[src/spi_config.svh]
//**************************************************************************
// SPI peripheral port configuration
// Sizes and constants shared by every block of the SPI peripheral port
//**************************************************************************

`ifndef SPI_CONFIG_SVH
`define SPI_CONFIG_SVH

// Width of every byte path between the peripheral and the sub-peripherals
`define SPI_BYTE_WIDTH 8

// Number of byte registers in the scratch sub-peripheral
`define SPI_SCRATCH_COUNT 8

// CRC-8 polynomial, x^8 + x^2 + x + 1, with an initial value of zero
`define SPI_CRC_POLY 8'h07

// Flops between each SPI pin and the clock domain
`define SPI_SYNC_STAGES 2

`endif

[src/spi_pkg.sv]
//**************************************************************************
// SPI peripheral port types
// States, sub-peripheral addresses and scratch commands
//**************************************************************************

`include "spi_config.svh"

package spi_pkg;

    // Receiver progress through one chip-select window
    typedef enum logic [1:0] {
        IDLE,
        ADDRESS,
        DATA
    } spi_rx_state_t;

    // First byte of a transaction picks the sub-peripheral
    typedef enum logic [`SPI_BYTE_WIDTH-1:0] {
        SUBPERIPHERAL_SCRATCH  = 8'hA0,
        SUBPERIPHERAL_CHECKSUM = 8'hB5
    } subperipheral_addr_t;

    // Bit 7 of the scratch command byte
    typedef enum logic {
        SCRATCH_READ  = 1'b0,
        SCRATCH_WRITE = 1'b1
    } scratch_command_t;

endpackage

[src/spi_peripheral.sv]
//**************************************************************************
// SPI peripheral
// Mode-0 byte receiver and transmitter, oversampled by the system clock.
// Splits each transaction into an address byte and data byte strobes.
//**************************************************************************

`timescale 1ns/1ps
`include "spi_config.svh"

module spi_peripheral
    import spi_pkg::*;
(
    input  logic                       clock,
    input  logic                       rst_n,
    input  logic                       sck,
    input  logic                       cs_n,
    input  logic                       copi,
    output logic                       cipo,
    output logic [`SPI_BYTE_WIDTH-1:0] address,
    output logic                       address_valid,
    output logic [`SPI_BYTE_WIDTH-1:0] peripheral_data_in,
    output logic                       peripheral_data_in_valid,
    input  logic [`SPI_BYTE_WIDTH-1:0] peripheral_data_out,
    input  logic                       peripheral_data_out_valid
);
    localparam int COUNT_WIDTH = $clog2(`SPI_BYTE_WIDTH);
    localparam int SYNC_MSB = `SPI_SYNC_STAGES - 1;

    logic [SYNC_MSB:0]            sck_sync;
    logic [SYNC_MSB:0]            cs_n_sync;
    logic [SYNC_MSB:0]            copi_sync;
    logic                         sck_last;
    logic                         sck_rise;
    logic                         sck_fall;
    spi_rx_state_t                state;
    logic [COUNT_WIDTH-1:0]       bit_count;
    logic [`SPI_BYTE_WIDTH-1:0]   rx_shift;
    logic [`SPI_BYTE_WIDTH-1:0]   rx_byte;
    logic [`SPI_BYTE_WIDTH-1:0]   tx_shift;
    logic [`SPI_BYTE_WIDTH-1:0]   reply;

    // Chip select idles high, so its synchronizer resets to ones
    always_ff @(posedge clock) begin
        if (!rst_n) begin
            sck_sync  <= '0;
            cs_n_sync <= '1;
            copi_sync <= '0;
            sck_last  <= 1'b0;
        end else begin
            sck_sync  <= {sck_sync[SYNC_MSB-1:0], sck};
            cs_n_sync <= {cs_n_sync[SYNC_MSB-1:0], cs_n};
            copi_sync <= {copi_sync[SYNC_MSB-1:0], copi};
            sck_last  <= sck_sync[SYNC_MSB];
        end
    end

    assign sck_rise = sck_sync[SYNC_MSB] & ~sck_last;
    assign sck_fall = ~sck_sync[SYNC_MSB] & sck_last;
    assign rx_byte  = {rx_shift[`SPI_BYTE_WIDTH-2:0], copi_sync[SYNC_MSB]};

    // Receive side. The eighth rising edge completes a byte
    always_ff @(posedge clock) begin
        peripheral_data_in_valid <= 1'b0;
        if (!rst_n || cs_n_sync[SYNC_MSB]) begin
            state         <= IDLE;
            bit_count     <= '0;
            rx_shift      <= '0;
            address       <= '0;
            address_valid <= 1'b0;
        end else begin
            if (state == IDLE) begin
                state <= ADDRESS;
            end
            if (sck_rise) begin
                rx_shift  <= rx_byte;
                bit_count <= bit_count + 1'b1;
                if (bit_count == COUNT_WIDTH'(`SPI_BYTE_WIDTH - 1)) begin
                    if (state == DATA) begin
                        peripheral_data_in       <= rx_byte;
                        peripheral_data_in_valid <= 1'b1;
                    end else begin
                        address       <= rx_byte;
                        address_valid <= 1'b1;
                        state         <= DATA;
                    end
                end
            end
        end
    end

    // Transmit side. The falling edge that ends a byte loads the latched reply,
    // which is then zero if the selected block never answered
    always_ff @(posedge clock) begin
        if (!rst_n || cs_n_sync[SYNC_MSB]) begin
            reply    <= '0;
            tx_shift <= '0;
        end else if (sck_fall && bit_count == '0) begin
            tx_shift <= reply;
            reply    <= '0;
        end else begin
            if (sck_fall) begin
                tx_shift <= {tx_shift[`SPI_BYTE_WIDTH-2:0], 1'b0};
            end
            if (peripheral_data_out_valid) begin
                reply <= peripheral_data_out;
            end
        end
    end

    assign cipo = tx_shift[`SPI_BYTE_WIDTH-1];

endmodule

[src/spi_subperipheral_selector.sv]
//**************************************************************************
// SPI sub-peripheral selector
// Steers data strobes to the addressed sub-peripheral and returns its reply
//**************************************************************************

`timescale 1ns/1ps
`include "spi_config.svh"

module spi_subperipheral_selector
    import spi_pkg::*;
(
    input  logic [`SPI_BYTE_WIDTH-1:0] address,
    input  logic                       address_valid,
    input  logic [`SPI_BYTE_WIDTH-1:0] peripheral_data_in,
    input  logic                       peripheral_data_in_valid,
    output logic [`SPI_BYTE_WIDTH-1:0] peripheral_data_out,
    output logic                       peripheral_data_out_valid,

    output logic                       subperipheral_1_enable,
    output logic [`SPI_BYTE_WIDTH-1:0] subperipheral_1_data_out,
    output logic                       subperipheral_1_data_out_valid,
    input  logic [`SPI_BYTE_WIDTH-1:0] subperipheral_1_data_in,
    input  logic                       subperipheral_1_data_in_valid,

    output logic                       subperipheral_2_enable,
    output logic [`SPI_BYTE_WIDTH-1:0] subperipheral_2_data_out,
    output logic                       subperipheral_2_data_out_valid,
    input  logic [`SPI_BYTE_WIDTH-1:0] subperipheral_2_data_in,
    input  logic                       subperipheral_2_data_in_valid
);

    always_comb begin
        // Nothing selected unless a known address is held
        peripheral_data_out            = '0;
        peripheral_data_out_valid      = 1'b0;
        subperipheral_1_enable         = 1'b0;
        subperipheral_1_data_out       = '0;
        subperipheral_1_data_out_valid = 1'b0;
        subperipheral_2_enable         = 1'b0;
        subperipheral_2_data_out       = '0;
        subperipheral_2_data_out_valid = 1'b0;

        if (address_valid) begin
            case (address)
                SUBPERIPHERAL_SCRATCH: begin
                    peripheral_data_out            = subperipheral_1_data_in;
                    peripheral_data_out_valid      = subperipheral_1_data_in_valid;
                    subperipheral_1_enable         = 1'b1;
                    subperipheral_1_data_out       = peripheral_data_in;
                    subperipheral_1_data_out_valid = peripheral_data_in_valid;
                end
                SUBPERIPHERAL_CHECKSUM: begin
                    peripheral_data_out            = subperipheral_2_data_in;
                    peripheral_data_out_valid      = subperipheral_2_data_in_valid;
                    subperipheral_2_enable         = 1'b1;
                    subperipheral_2_data_out       = peripheral_data_in;
                    subperipheral_2_data_out_valid = peripheral_data_in_valid;
                end
                default: begin
                    // Unknown address, the controller reads zeros
                    peripheral_data_out       = '0;
                    peripheral_data_out_valid = 1'b0;
                end
            endcase
        end
    end

endmodule

[src/spi_scratch_registers.sv]
//**************************************************************************
// SPI scratch registers
// Eight byte registers with auto-incrementing read and write access
//**************************************************************************

`timescale 1ns/1ps
`include "spi_config.svh"

module spi_scratch_registers
    import spi_pkg::*;
(
    input  logic                       clock,
    input  logic                       rst_n,
    input  logic                       enable,
    input  logic [`SPI_BYTE_WIDTH-1:0] data_in,
    input  logic                       data_in_valid,
    output logic [`SPI_BYTE_WIDTH-1:0] data_out,
    output logic                       data_out_valid
);
    localparam int INDEX_WIDTH = $clog2(`SPI_SCRATCH_COUNT);

    logic [`SPI_BYTE_WIDTH-1:0] registers [`SPI_SCRATCH_COUNT];
    logic [INDEX_WIDTH-1:0]     index;
    logic [INDEX_WIDTH-1:0]     start_index;
    logic                       expect_command;
    scratch_command_t           mode;
    scratch_command_t           command;

    assign command     = scratch_command_t'(data_in[`SPI_BYTE_WIDTH-1]);
    assign start_index = data_in[INDEX_WIDTH-1:0];

    always_ff @(posedge clock) begin
        if (!rst_n) begin
            for (int i = 0; i < `SPI_SCRATCH_COUNT; i++) begin
                registers[i] <= '0;
            end
            index          <= '0;
            expect_command <= 1'b1;
            mode           <= SCRATCH_READ;
            data_out_valid <= 1'b0;
        end else begin
            data_out_valid <= enable && data_in_valid;
            if (!enable) begin
                expect_command <= 1'b1;
            end else if (data_in_valid) begin
                if (expect_command) begin
                    expect_command <= 1'b0;
                    mode           <= command;
                    // A read answers the command byte itself, a write does not
                    if (command == SCRATCH_READ) begin
                        data_out <= registers[start_index];
                        index    <= start_index + 1'b1;
                    end else begin
                        data_out <= '0;
                        index    <= start_index;
                    end
                end else begin
                    data_out <= registers[index];
                    index    <= index + 1'b1;
                    if (mode == SCRATCH_WRITE) begin
                        registers[index] <= data_in;
                    end
                end
            end
        end
    end

endmodule

[src/spi_checksum_unit.sv]
//**************************************************************************
// SPI checksum unit
// Running CRC-8 over the data bytes of the current transaction
//**************************************************************************

`timescale 1ns/1ps
`include "spi_config.svh"

module spi_checksum_unit (
    input  logic                       clock,
    input  logic                       rst_n,
    input  logic                       enable,
    input  logic [`SPI_BYTE_WIDTH-1:0] data_in,
    input  logic                       data_in_valid,
    output logic [`SPI_BYTE_WIDTH-1:0] data_out,
    output logic                       data_out_valid
);
    logic [`SPI_BYTE_WIDTH-1:0] crc;
    logic [`SPI_BYTE_WIDTH-1:0] crc_next;

    // Bitwise CRC-8, MSB first, no reflection and no final XOR
    function automatic logic [`SPI_BYTE_WIDTH-1:0] crc8_update(
        input logic [`SPI_BYTE_WIDTH-1:0] current,
        input logic [`SPI_BYTE_WIDTH-1:0] data
    );
        logic [`SPI_BYTE_WIDTH-1:0] value;
        value = current ^ data;
        for (int i = 0; i < `SPI_BYTE_WIDTH; i++) begin
            if (value[`SPI_BYTE_WIDTH-1]) begin
                value = (value << 1) ^ `SPI_CRC_POLY;
            end else begin
                value = value << 1;
            end
        end
        return value;
    endfunction

    assign crc_next = crc8_update(crc, data_in);

    always_ff @(posedge clock) begin
        if (!rst_n || !enable) begin
            crc            <= '0;
            data_out_valid <= 1'b0;
        end else begin
            data_out_valid <= data_in_valid;
            if (data_in_valid) begin
                crc      <= crc_next;
                data_out <= crc_next;
            end
        end
    end

endmodule

[src/spi_top.sv]
//**************************************************************************
// SPI peripheral port top level
// Peripheral, selector, scratch registers and checksum unit
//**************************************************************************

`timescale 1ns/1ps
`include "spi_config.svh"

module spi_top (
    input  logic clock,
    input  logic rst_n,
    input  logic sck,
    input  logic cs_n,
    input  logic copi,
    output logic cipo
);
    logic [`SPI_BYTE_WIDTH-1:0] address;
    logic                       address_valid;
    logic [`SPI_BYTE_WIDTH-1:0] peripheral_data_in;
    logic                       peripheral_data_in_valid;
    logic [`SPI_BYTE_WIDTH-1:0] peripheral_data_out;
    logic                       peripheral_data_out_valid;

    // Sub-peripheral 1 is the scratch block, 2 is the checksum
    logic                       sub_1_enable;
    logic [`SPI_BYTE_WIDTH-1:0] sub_1_to_block;
    logic                       sub_1_to_block_valid;
    logic [`SPI_BYTE_WIDTH-1:0] sub_1_reply;
    logic                       sub_1_reply_valid;
    logic                       sub_2_enable;
    logic [`SPI_BYTE_WIDTH-1:0] sub_2_to_block;
    logic                       sub_2_to_block_valid;
    logic [`SPI_BYTE_WIDTH-1:0] sub_2_reply;
    logic                       sub_2_reply_valid;

    spi_peripheral i_peripheral (
        .clock                     (clock),
        .rst_n                     (rst_n),
        .sck                       (sck),
        .cs_n                      (cs_n),
        .copi                      (copi),
        .cipo                      (cipo),
        .address                   (address),
        .address_valid             (address_valid),
        .peripheral_data_in        (peripheral_data_in),
        .peripheral_data_in_valid  (peripheral_data_in_valid),
        .peripheral_data_out       (peripheral_data_out),
        .peripheral_data_out_valid (peripheral_data_out_valid)
    );

    spi_subperipheral_selector i_selector (
        .address                        (address),
        .address_valid                  (address_valid),
        .peripheral_data_in             (peripheral_data_in),
        .peripheral_data_in_valid       (peripheral_data_in_valid),
        .peripheral_data_out            (peripheral_data_out),
        .peripheral_data_out_valid      (peripheral_data_out_valid),
        .subperipheral_1_enable         (sub_1_enable),
        .subperipheral_1_data_out       (sub_1_to_block),
        .subperipheral_1_data_out_valid (sub_1_to_block_valid),
        .subperipheral_1_data_in        (sub_1_reply),
        .subperipheral_1_data_in_valid  (sub_1_reply_valid),
        .subperipheral_2_enable         (sub_2_enable),
        .subperipheral_2_data_out       (sub_2_to_block),
        .subperipheral_2_data_out_valid (sub_2_to_block_valid),
        .subperipheral_2_data_in        (sub_2_reply),
        .subperipheral_2_data_in_valid  (sub_2_reply_valid)
    );

    spi_scratch_registers i_scratch (
        .clock          (clock),
        .rst_n          (rst_n),
        .enable         (sub_1_enable),
        .data_in        (sub_1_to_block),
        .data_in_valid  (sub_1_to_block_valid),
        .data_out       (sub_1_reply),
        .data_out_valid (sub_1_reply_valid)
    );

    spi_checksum_unit i_checksum (
        .clock          (clock),
        .rst_n          (rst_n),
        .enable         (sub_2_enable),
        .data_in        (sub_2_to_block),
        .data_in_valid  (sub_2_to_block_valid),
        .data_out       (sub_2_reply),
        .data_out_valid (sub_2_reply_valid)
    );

endmodule

[config.mk]
export PLATFORM = sky130hd
export DESIGN_NAME = spi_top
export DESIGN_NICKNAME = d
export VERILOG_FILES = /design/src/spi_pkg.sv /design/src/spi_peripheral.sv /design/src/spi_subperipheral_selector.sv /design/src/spi_scratch_registers.sv /design/src/spi_checksum_unit.sv /design/src/spi_top.sv
export VERILOG_INCLUDE_DIRS = /design/src
export SDC_FILE = /design/constraint.sdc
export NUM_CORES = 1
export LEC_CHECK = 0
export BUFFER_PORTS_ARGS = -buffer_cell sky130_fd_sc_hd__buf_4
export CORE_ASPECT_RATIO = 0.5
export CORE_UTILIZATION = 25
export CTS_BUF_LIST = sky130_fd_sc_hd__clkbuf_8
export CTS_CLUSTER_SIZE = 20
export DETAILED_ROUTE_END_ITERATION = 6
export GPL_ROUTABILITY_DRIVEN = 0
export PLACE_DENSITY = 0.41
export SLEW_MARGIN = 30
export SYNTH_ARGS = -nofsm -noshare
export SYNTH_HDL_FRONTEND = slang
export SYNTH_SLANG_ARGS = --single-unit
[constraint.sdc]
create_clock -name clock -period 4 [get_ports clock]
set_clock_uncertainty 0.2 [all_clocks]
set_input_delay 0.4 -clock clock [delete_from_list [all_inputs] [get_ports clock]]
set_output_delay 0.4 -clock clock [all_outputs]
set_load 0.1 [all_outputs]
Word-level counts from Yosys, hierarchy flattened
Memories as Yosys holds them, arrays and structs flattened. A register that Yosys moved wholly into a read port is not among the register bits.
Index checks and enable logic that the tools add are counted.
{"block": "totals", "memories": 1, "romBits": 0, "register_bits": 84, "latchBits": 0, "ramBits": 64, "output_inout_bits": 1, "word_cells": 113}
{"block": "op_classes", "mul": 0, "order_cmp": 0, "n_addsub": 3, "bitwise": 18, "shift": 0, "div": 0, "n_eq_ne": 4, "n_reduce_logical": 19, "muxes": 47}
{"name": "i_scratch.registers", "words": 8, "width": 8, "rd": 2, "rd_clocked_by_memory_dff": 1, "write_ports": 8, "line_no": "spi_scratch_registers.sv:22", "text": "logic [`SPI_BYTE_WIDTH-1:0] registers [`SPI_SCRATCH_COUNT];"}
{"cell": "8-bit two-way mux", "count": 10}
{"cell": "3-bit two-way mux", "count": 13}
{"cell": "3-bit NOT", "count": 8}
{"cell": "1-bit two-way mux", "count": 18}
{"cell": "8-bit == test (second input constant)", "count": 2}
{"cell": "8-bit one-hot mux with 2 select lines", "count": 1}
{"cell": "3-bit by 1-bit adder with 3-bit output (second input constant)", "count": 3}
{"cell": "3-bit AND reduction", "count": 3}
{"cell": "2-bit two-way mux", "count": 4}
{"cell": "8-bit OR reduction", "count": 1}
{"cell": "8-bit bitwise XOR", "count": 1}
{"cell": "1-bit NOT", "count": 7}
{"cell": "2-bit AND reduction", "count": 3}
{"cell": "4-bit AND reduction", "count": 1}
{"cell": "3-bit == test (second input constant)", "count": 1}
{"cell": "3-bit zero test", "count": 1}
{"cell": "3-bit OR reduction", "count": 1}
{"cell": "1-bit bitwise AND", "count": 2}
{"cell": "2-bit == test (second input constant)", "count": 1}
{"cell": "1-bit logical AND", "count": 2}
{"cell": "1-bit zero test", "count": 2}
{"cell": "2-bit zero test", "count": 1}
{"cell": "1-bit logical OR", "count": 2}
{"cell": "1-bit one-hot mux with 2 select lines", "count": 1}
{"cell": "other kinds (2)", "count": 2}

Depth between registers and ports, before layout
{"block": "logic_depth", "word_depth": 20, "depth_mapped": 7}

Hierarchy
Synthesis repeated with hierarchy kept, for this count alone.
{"block": "hier_totals", "cells_unflattened": 643, "hier_area_um2": 7583.5}
{"module": "spi_scratch_registers", "cells_per_inst": 316, "area_per_inst_um2": 4247.8, "seq_area_each_um2": 2342.2, "n_inst": 1}
{"module": "spi_peripheral", "cells_per_inst": 187, "area_per_inst_um2": 1935.6, "seq_area_each_um2": 1141.1, "n_inst": 1}
{"module": "spi_checksum_unit", "cells_per_inst": 67, "area_per_inst_um2": 879.6, "seq_area_each_um2": 420.4, "n_inst": 1}
{"module": "spi_subperipheral_selector", "cells_per_inst": 73, "area_per_inst_um2": 520.5, "seq_area_each_um2": 0.0, "n_inst": 1}

Least setup slack after synthesis
Ideal clock, no wire load.
{"block": "synth_timing", "path_type": "input-to-reg", "start": "input port rst_n", "end": "register i_peripheral.peripheral_data_in[0] (enable)", "setup_slack_ps": 1604, "arrival_time_ps": 1801, "setup_ps": 395, "n_path_buf": 2, "required_time_ps": 3405, "path_stages": 4, "path_cell_list": "clkbuf_1 -> nand2b_1 -> clkbuf_1 -> nor4_1"}
{"block": "synth_via", "elab_chain_len": 4}
{"item": "start, declared", "line_no": "spi_top.sv:11", "text": "input logic rst_n,"}
{"item": "1-bit zero test", "line_no": "spi_peripheral.sv:64", "text": "if (!rst_n || cs_n_sync[SYNC_MSB]) begin"}
{"item": "1-bit logical OR", "line_no": "spi_peripheral.sv:64"}
{"item": "1-bit NOT (no line)"}
{"item": "4-bit AND reduction (no line)"}
{"item": "end signal, assigned", "line_no": "spi_peripheral.sv:79", "text": "peripheral_data_in <= rx_byte;"}
{"item": "end, declared", "line_no": "spi_peripheral.sv:21", "text": "output logic [`SPI_BYTE_WIDTH-1:0] peripheral_data_in,"}
Every way passes these cells.
A chain may end at the register's enable or synchronous reset.

==> impl_metrics.csv <==
group,metric,value,unit
sta,relSlewSlack,37.10,%
cells_and_area,num-fill-cells,2963,
cells_and_area,multi_input_area,3024,sq um
critical_path,critPathKind,"flop to flop",
route,viasPerCell,4.618,
cells_and_area,fin_nets,633,
logic_synthesis,yosysTopAreaCell,"edfxtp_1",
global_route,grt_start_max_net_pins,33,
logic_synthesis,synthesis.area,7123,sq um
floorplanning,dieArea,29210,sq um
logic_synthesis,postSynthCellCount,625,
logic_synthesis,synth_area_leaders,"edfxtp_1, dfxtp_1, mux4_2",
cells_and_area,area_growth_syn_to_layout,12.63,%
power_and_ir_drop,intPower,2.420,mW
global_route,grt_pass1_vias,4673,
critical_path,critPathMaxFanout,10,
clocking,htree_levels,4,
logic_synthesis,synthFlopType,"edfxtp_1",
critical_path,cp.required,3930,ps
logic_synthesis,syn-num-nets,634,
global_route,grt_pass1_wl,29.36,mm
clocking,ctsHoldBuffers,3,
logic_synthesis,synth_edf_count,88,
clocking,cts_made_buffers,17,
sta,fmax,0.3602,GHz
clocking,clock-root-buffer,"clkbuf_8",
sta,tightest_slew,941.6,ps
sta,rsz0062_at_grt,"no",
floorplanning,core.rowCount,43,
sta,min_period,2777,ps
sta,drv_slew,0,
floorplanning,start_util,25.56,%
critical_path,crit_path_end_kind,"flop",
global_route,use_met1,18.55,%
sta,fin_crit_sh,69.41,%
route,drc,0,
placement,port_buffers,5,
logic_synthesis,ys_types,45,
floorplanning,ios,6,
route,num_vias,4706,
sta,hold_viol_final,0,
logic_synthesis,synth_top_area_share,37.10,%
power_and_ir_drop,pwr-share-clk,42.4,%
floorplanning,dieHeight,121.4,microns
clocking,cts_resized,0,
power_and_ir_drop,pwr-share-seq,55.1,%
global_route,met2_usage,22.26,%
critical_path,arrival,2710,ps
route,wl_per_cell,18.74,microns
logic_synthesis,ys_seq_area_share,54.80,%
clocking,clk_pin_slew,80,ps
run,cap_violations,0,
power_and_ir_drop,switching_share,21.75,%
power_and_ir_drop,power.leakage,2.561,nW
sta,fin_ws,1223,ps
route,dr.pass1.iters,5,
power_and_ir_drop,p_comb_share,2.5,%
floorplanning,core_area,27870,sq um
critical_path,critPathLaunchType,"flop",
clocking,post_cts_buffers,0,
global_route,grt_util_all_layers,13.85,%
clocking,clk_latency,460,ps
sta,finalSetupViolCount,0,
cells_and_area,antennaDiodeCount,0,
cells_and_area,drive_gt1_share,12.09,%
power_and_ir_drop,power,3.093,mW
global_route,grt_use_met3,3.025,%
power_and_ir_drop,power_switching,672.7,uW
route,drt_iter0_drc,422,
worst_hold_path,worst_hold_path_type,"flop to flop",
logic_synthesis,synthArstFlopShare,0,%
cells_and_area,regArea,3904,sq um
sta,setup_tns,0,ps
logic_synthesis,yosysWarnings,0,
route,drtAntennaViolNets,0,
clocking,numClockSinks,151,
floorplanning,die_w,240.7,microns
power_and_ir_drop,p_per_area,385.5,nW/um^2
placement,place_area,7545,sq um
logic_synthesis,ys_ff_latch,151,
power_and_ir_drop,ir_drop,0.0002062,V
cells_and_area,fin_area,8023,sq um
route,routed_wl,19.09,mm
logic_synthesis,synth_area_per_cell,11.40,sq um
run_status,status,"finished clean",
placement,preCtsSetupSlack,1226,ps
clocking,cts_tree,"built",
cells_and_area,final_cell_mix,"nor2_1, edfxtp_1, nand2_1",
cells_and_area,final_common_cell,"nor2_1",
clocking,cts_buffer_depth,2,
placement,dp_hpwl,13.09,mm
global_route,grt_overflow_total,0,
global_route,top_usage_layer,"met2",
global_route,antenna_found_initial,0,
## flip-flops by register name (all words and copies together), names as in the netlist, 3 cells and up, named ones only
name,count
i_scratch.registers,64
i_checksum.crc,8
i_checksum.data_out,8
i_peripheral.address,8
i_peripheral.peripheral_data_in,8
i_peripheral.reply,8
i_peripheral.tx_shift,8
i_scratch.data_out,8
i_peripheral.rx_shift,7
i_peripheral.bit_count,3
i_scratch.index,3
## per-stage QoR
stage	hold WS, ps	instances	utilization, %
3_3_place_gp	189.4	983	27.07
5_1_grt	225.0	1019	28.79
2_1_floorplan	186.3	625	-
3_5_place_dp	194.0	983	27.07
4_1_cts	213.3	1018	28.75
6_report	211.2	1019	28.79
## layout make-up
type | instances | share of cell area (%)
Clock buffer | 19 | 3.260
Clock inverter | 13 | 2.183
Inverter | 5 | 0.2339
Multi-Input combinational cell | 429 | 37.69
Sequential cell | 151 | 48.66
Tap cell | 382 | 5.958
Timing Repair Buffer | 20 | 2.012
## synthesized netlist by cell type, types with 2 or more instances
master / number
buf_4: 4
a21oi_1: 24
and3_1: 7
clkbuf_1: 23
mux4_2: 24
nor4_1: 2
and2_1: 7
nand3_1: 12
a21o_1: 2
edfxtp_1: 88
or3_1: 10
a32oi_1: 8
nand2_1: 73
inv_1: 5
buf_1: 4
o21bai_1: 8
ha_1: 4
dfxtp_1: 63
o22ai_1: 8
a211o_1: 9
a211oi_1: 8
o21a_1: 2
a22o_1: 2
a22oi_1: 8
nor2_1: 97
xnor2_1: 22
nand2b_1: 5
nor3b_1: 10
xor2_1: 19
mux2i_1: 32
a21boi_0: 2
nor3_2: 2
o21ai_0: 3
nor2b_1: 8
xor3_1: 2
buf_2: 9
## critical path, cell delays in order, from the launching register on
cell     delay, ps
dfxtp_1        330
nor2b_1        450
nand3_4        250
nor3_2         510
nand3_1        340
nand2_1        370
## power groups by stage
stage	combinational (mW)	clock (mW)	sequential (mW)
after floorplan	0.0561	0	1.72
after global placement	0.0774	0	1.74
after detailed placement	0.0774	0	1.74
after CTS	0.0801	1.35	1.70
after global routing	0.0858	1.41	1.71
final	0.0787	1.31	1.70
## cell families after synthesis
| logic type | count (synthesis) | share of synthesized area [%] |
|---|---|---|
| mux | 56 | 12.09 |
| buf+inv | 45 | 2.740 |
| fa+ha+maj | 4 | 0.7026 |
| compound gates | 84 | 8.098 |
| flops | 151 | 54.80 |
| xor+xnor | 44 | 6.025 |
| simple gates | 241 | 15.55 |
## worst paths after layout
path,start,to,slack [ps],depth (start not counted)
max,i_peripheral.address[5],i_scratch.registers[7][0],1220,5
min,i_peripheral.cs_n_sync[0],i_peripheral.cs_n_sync[1],210,1
max reg2reg,i_peripheral.address[5],i_scratch.registers[7][0],1220,5
min reg2reg,i_peripheral.cs_n_sync[0],i_peripheral.cs_n_sync[1],210,1
## layer usage
| metal | up-vias | part of all wire [%] |
|---|---|---|
| met5 | - | 0 |
| met4 | 0 | 1.6 |
| met3 | 18 | 3.6 |
| met2 | 98 | 47 |
| met1 | 2350 | 48 |
| li1 | 2240 | - |
No activity file was read; power rests on OpenSTA's default activity.
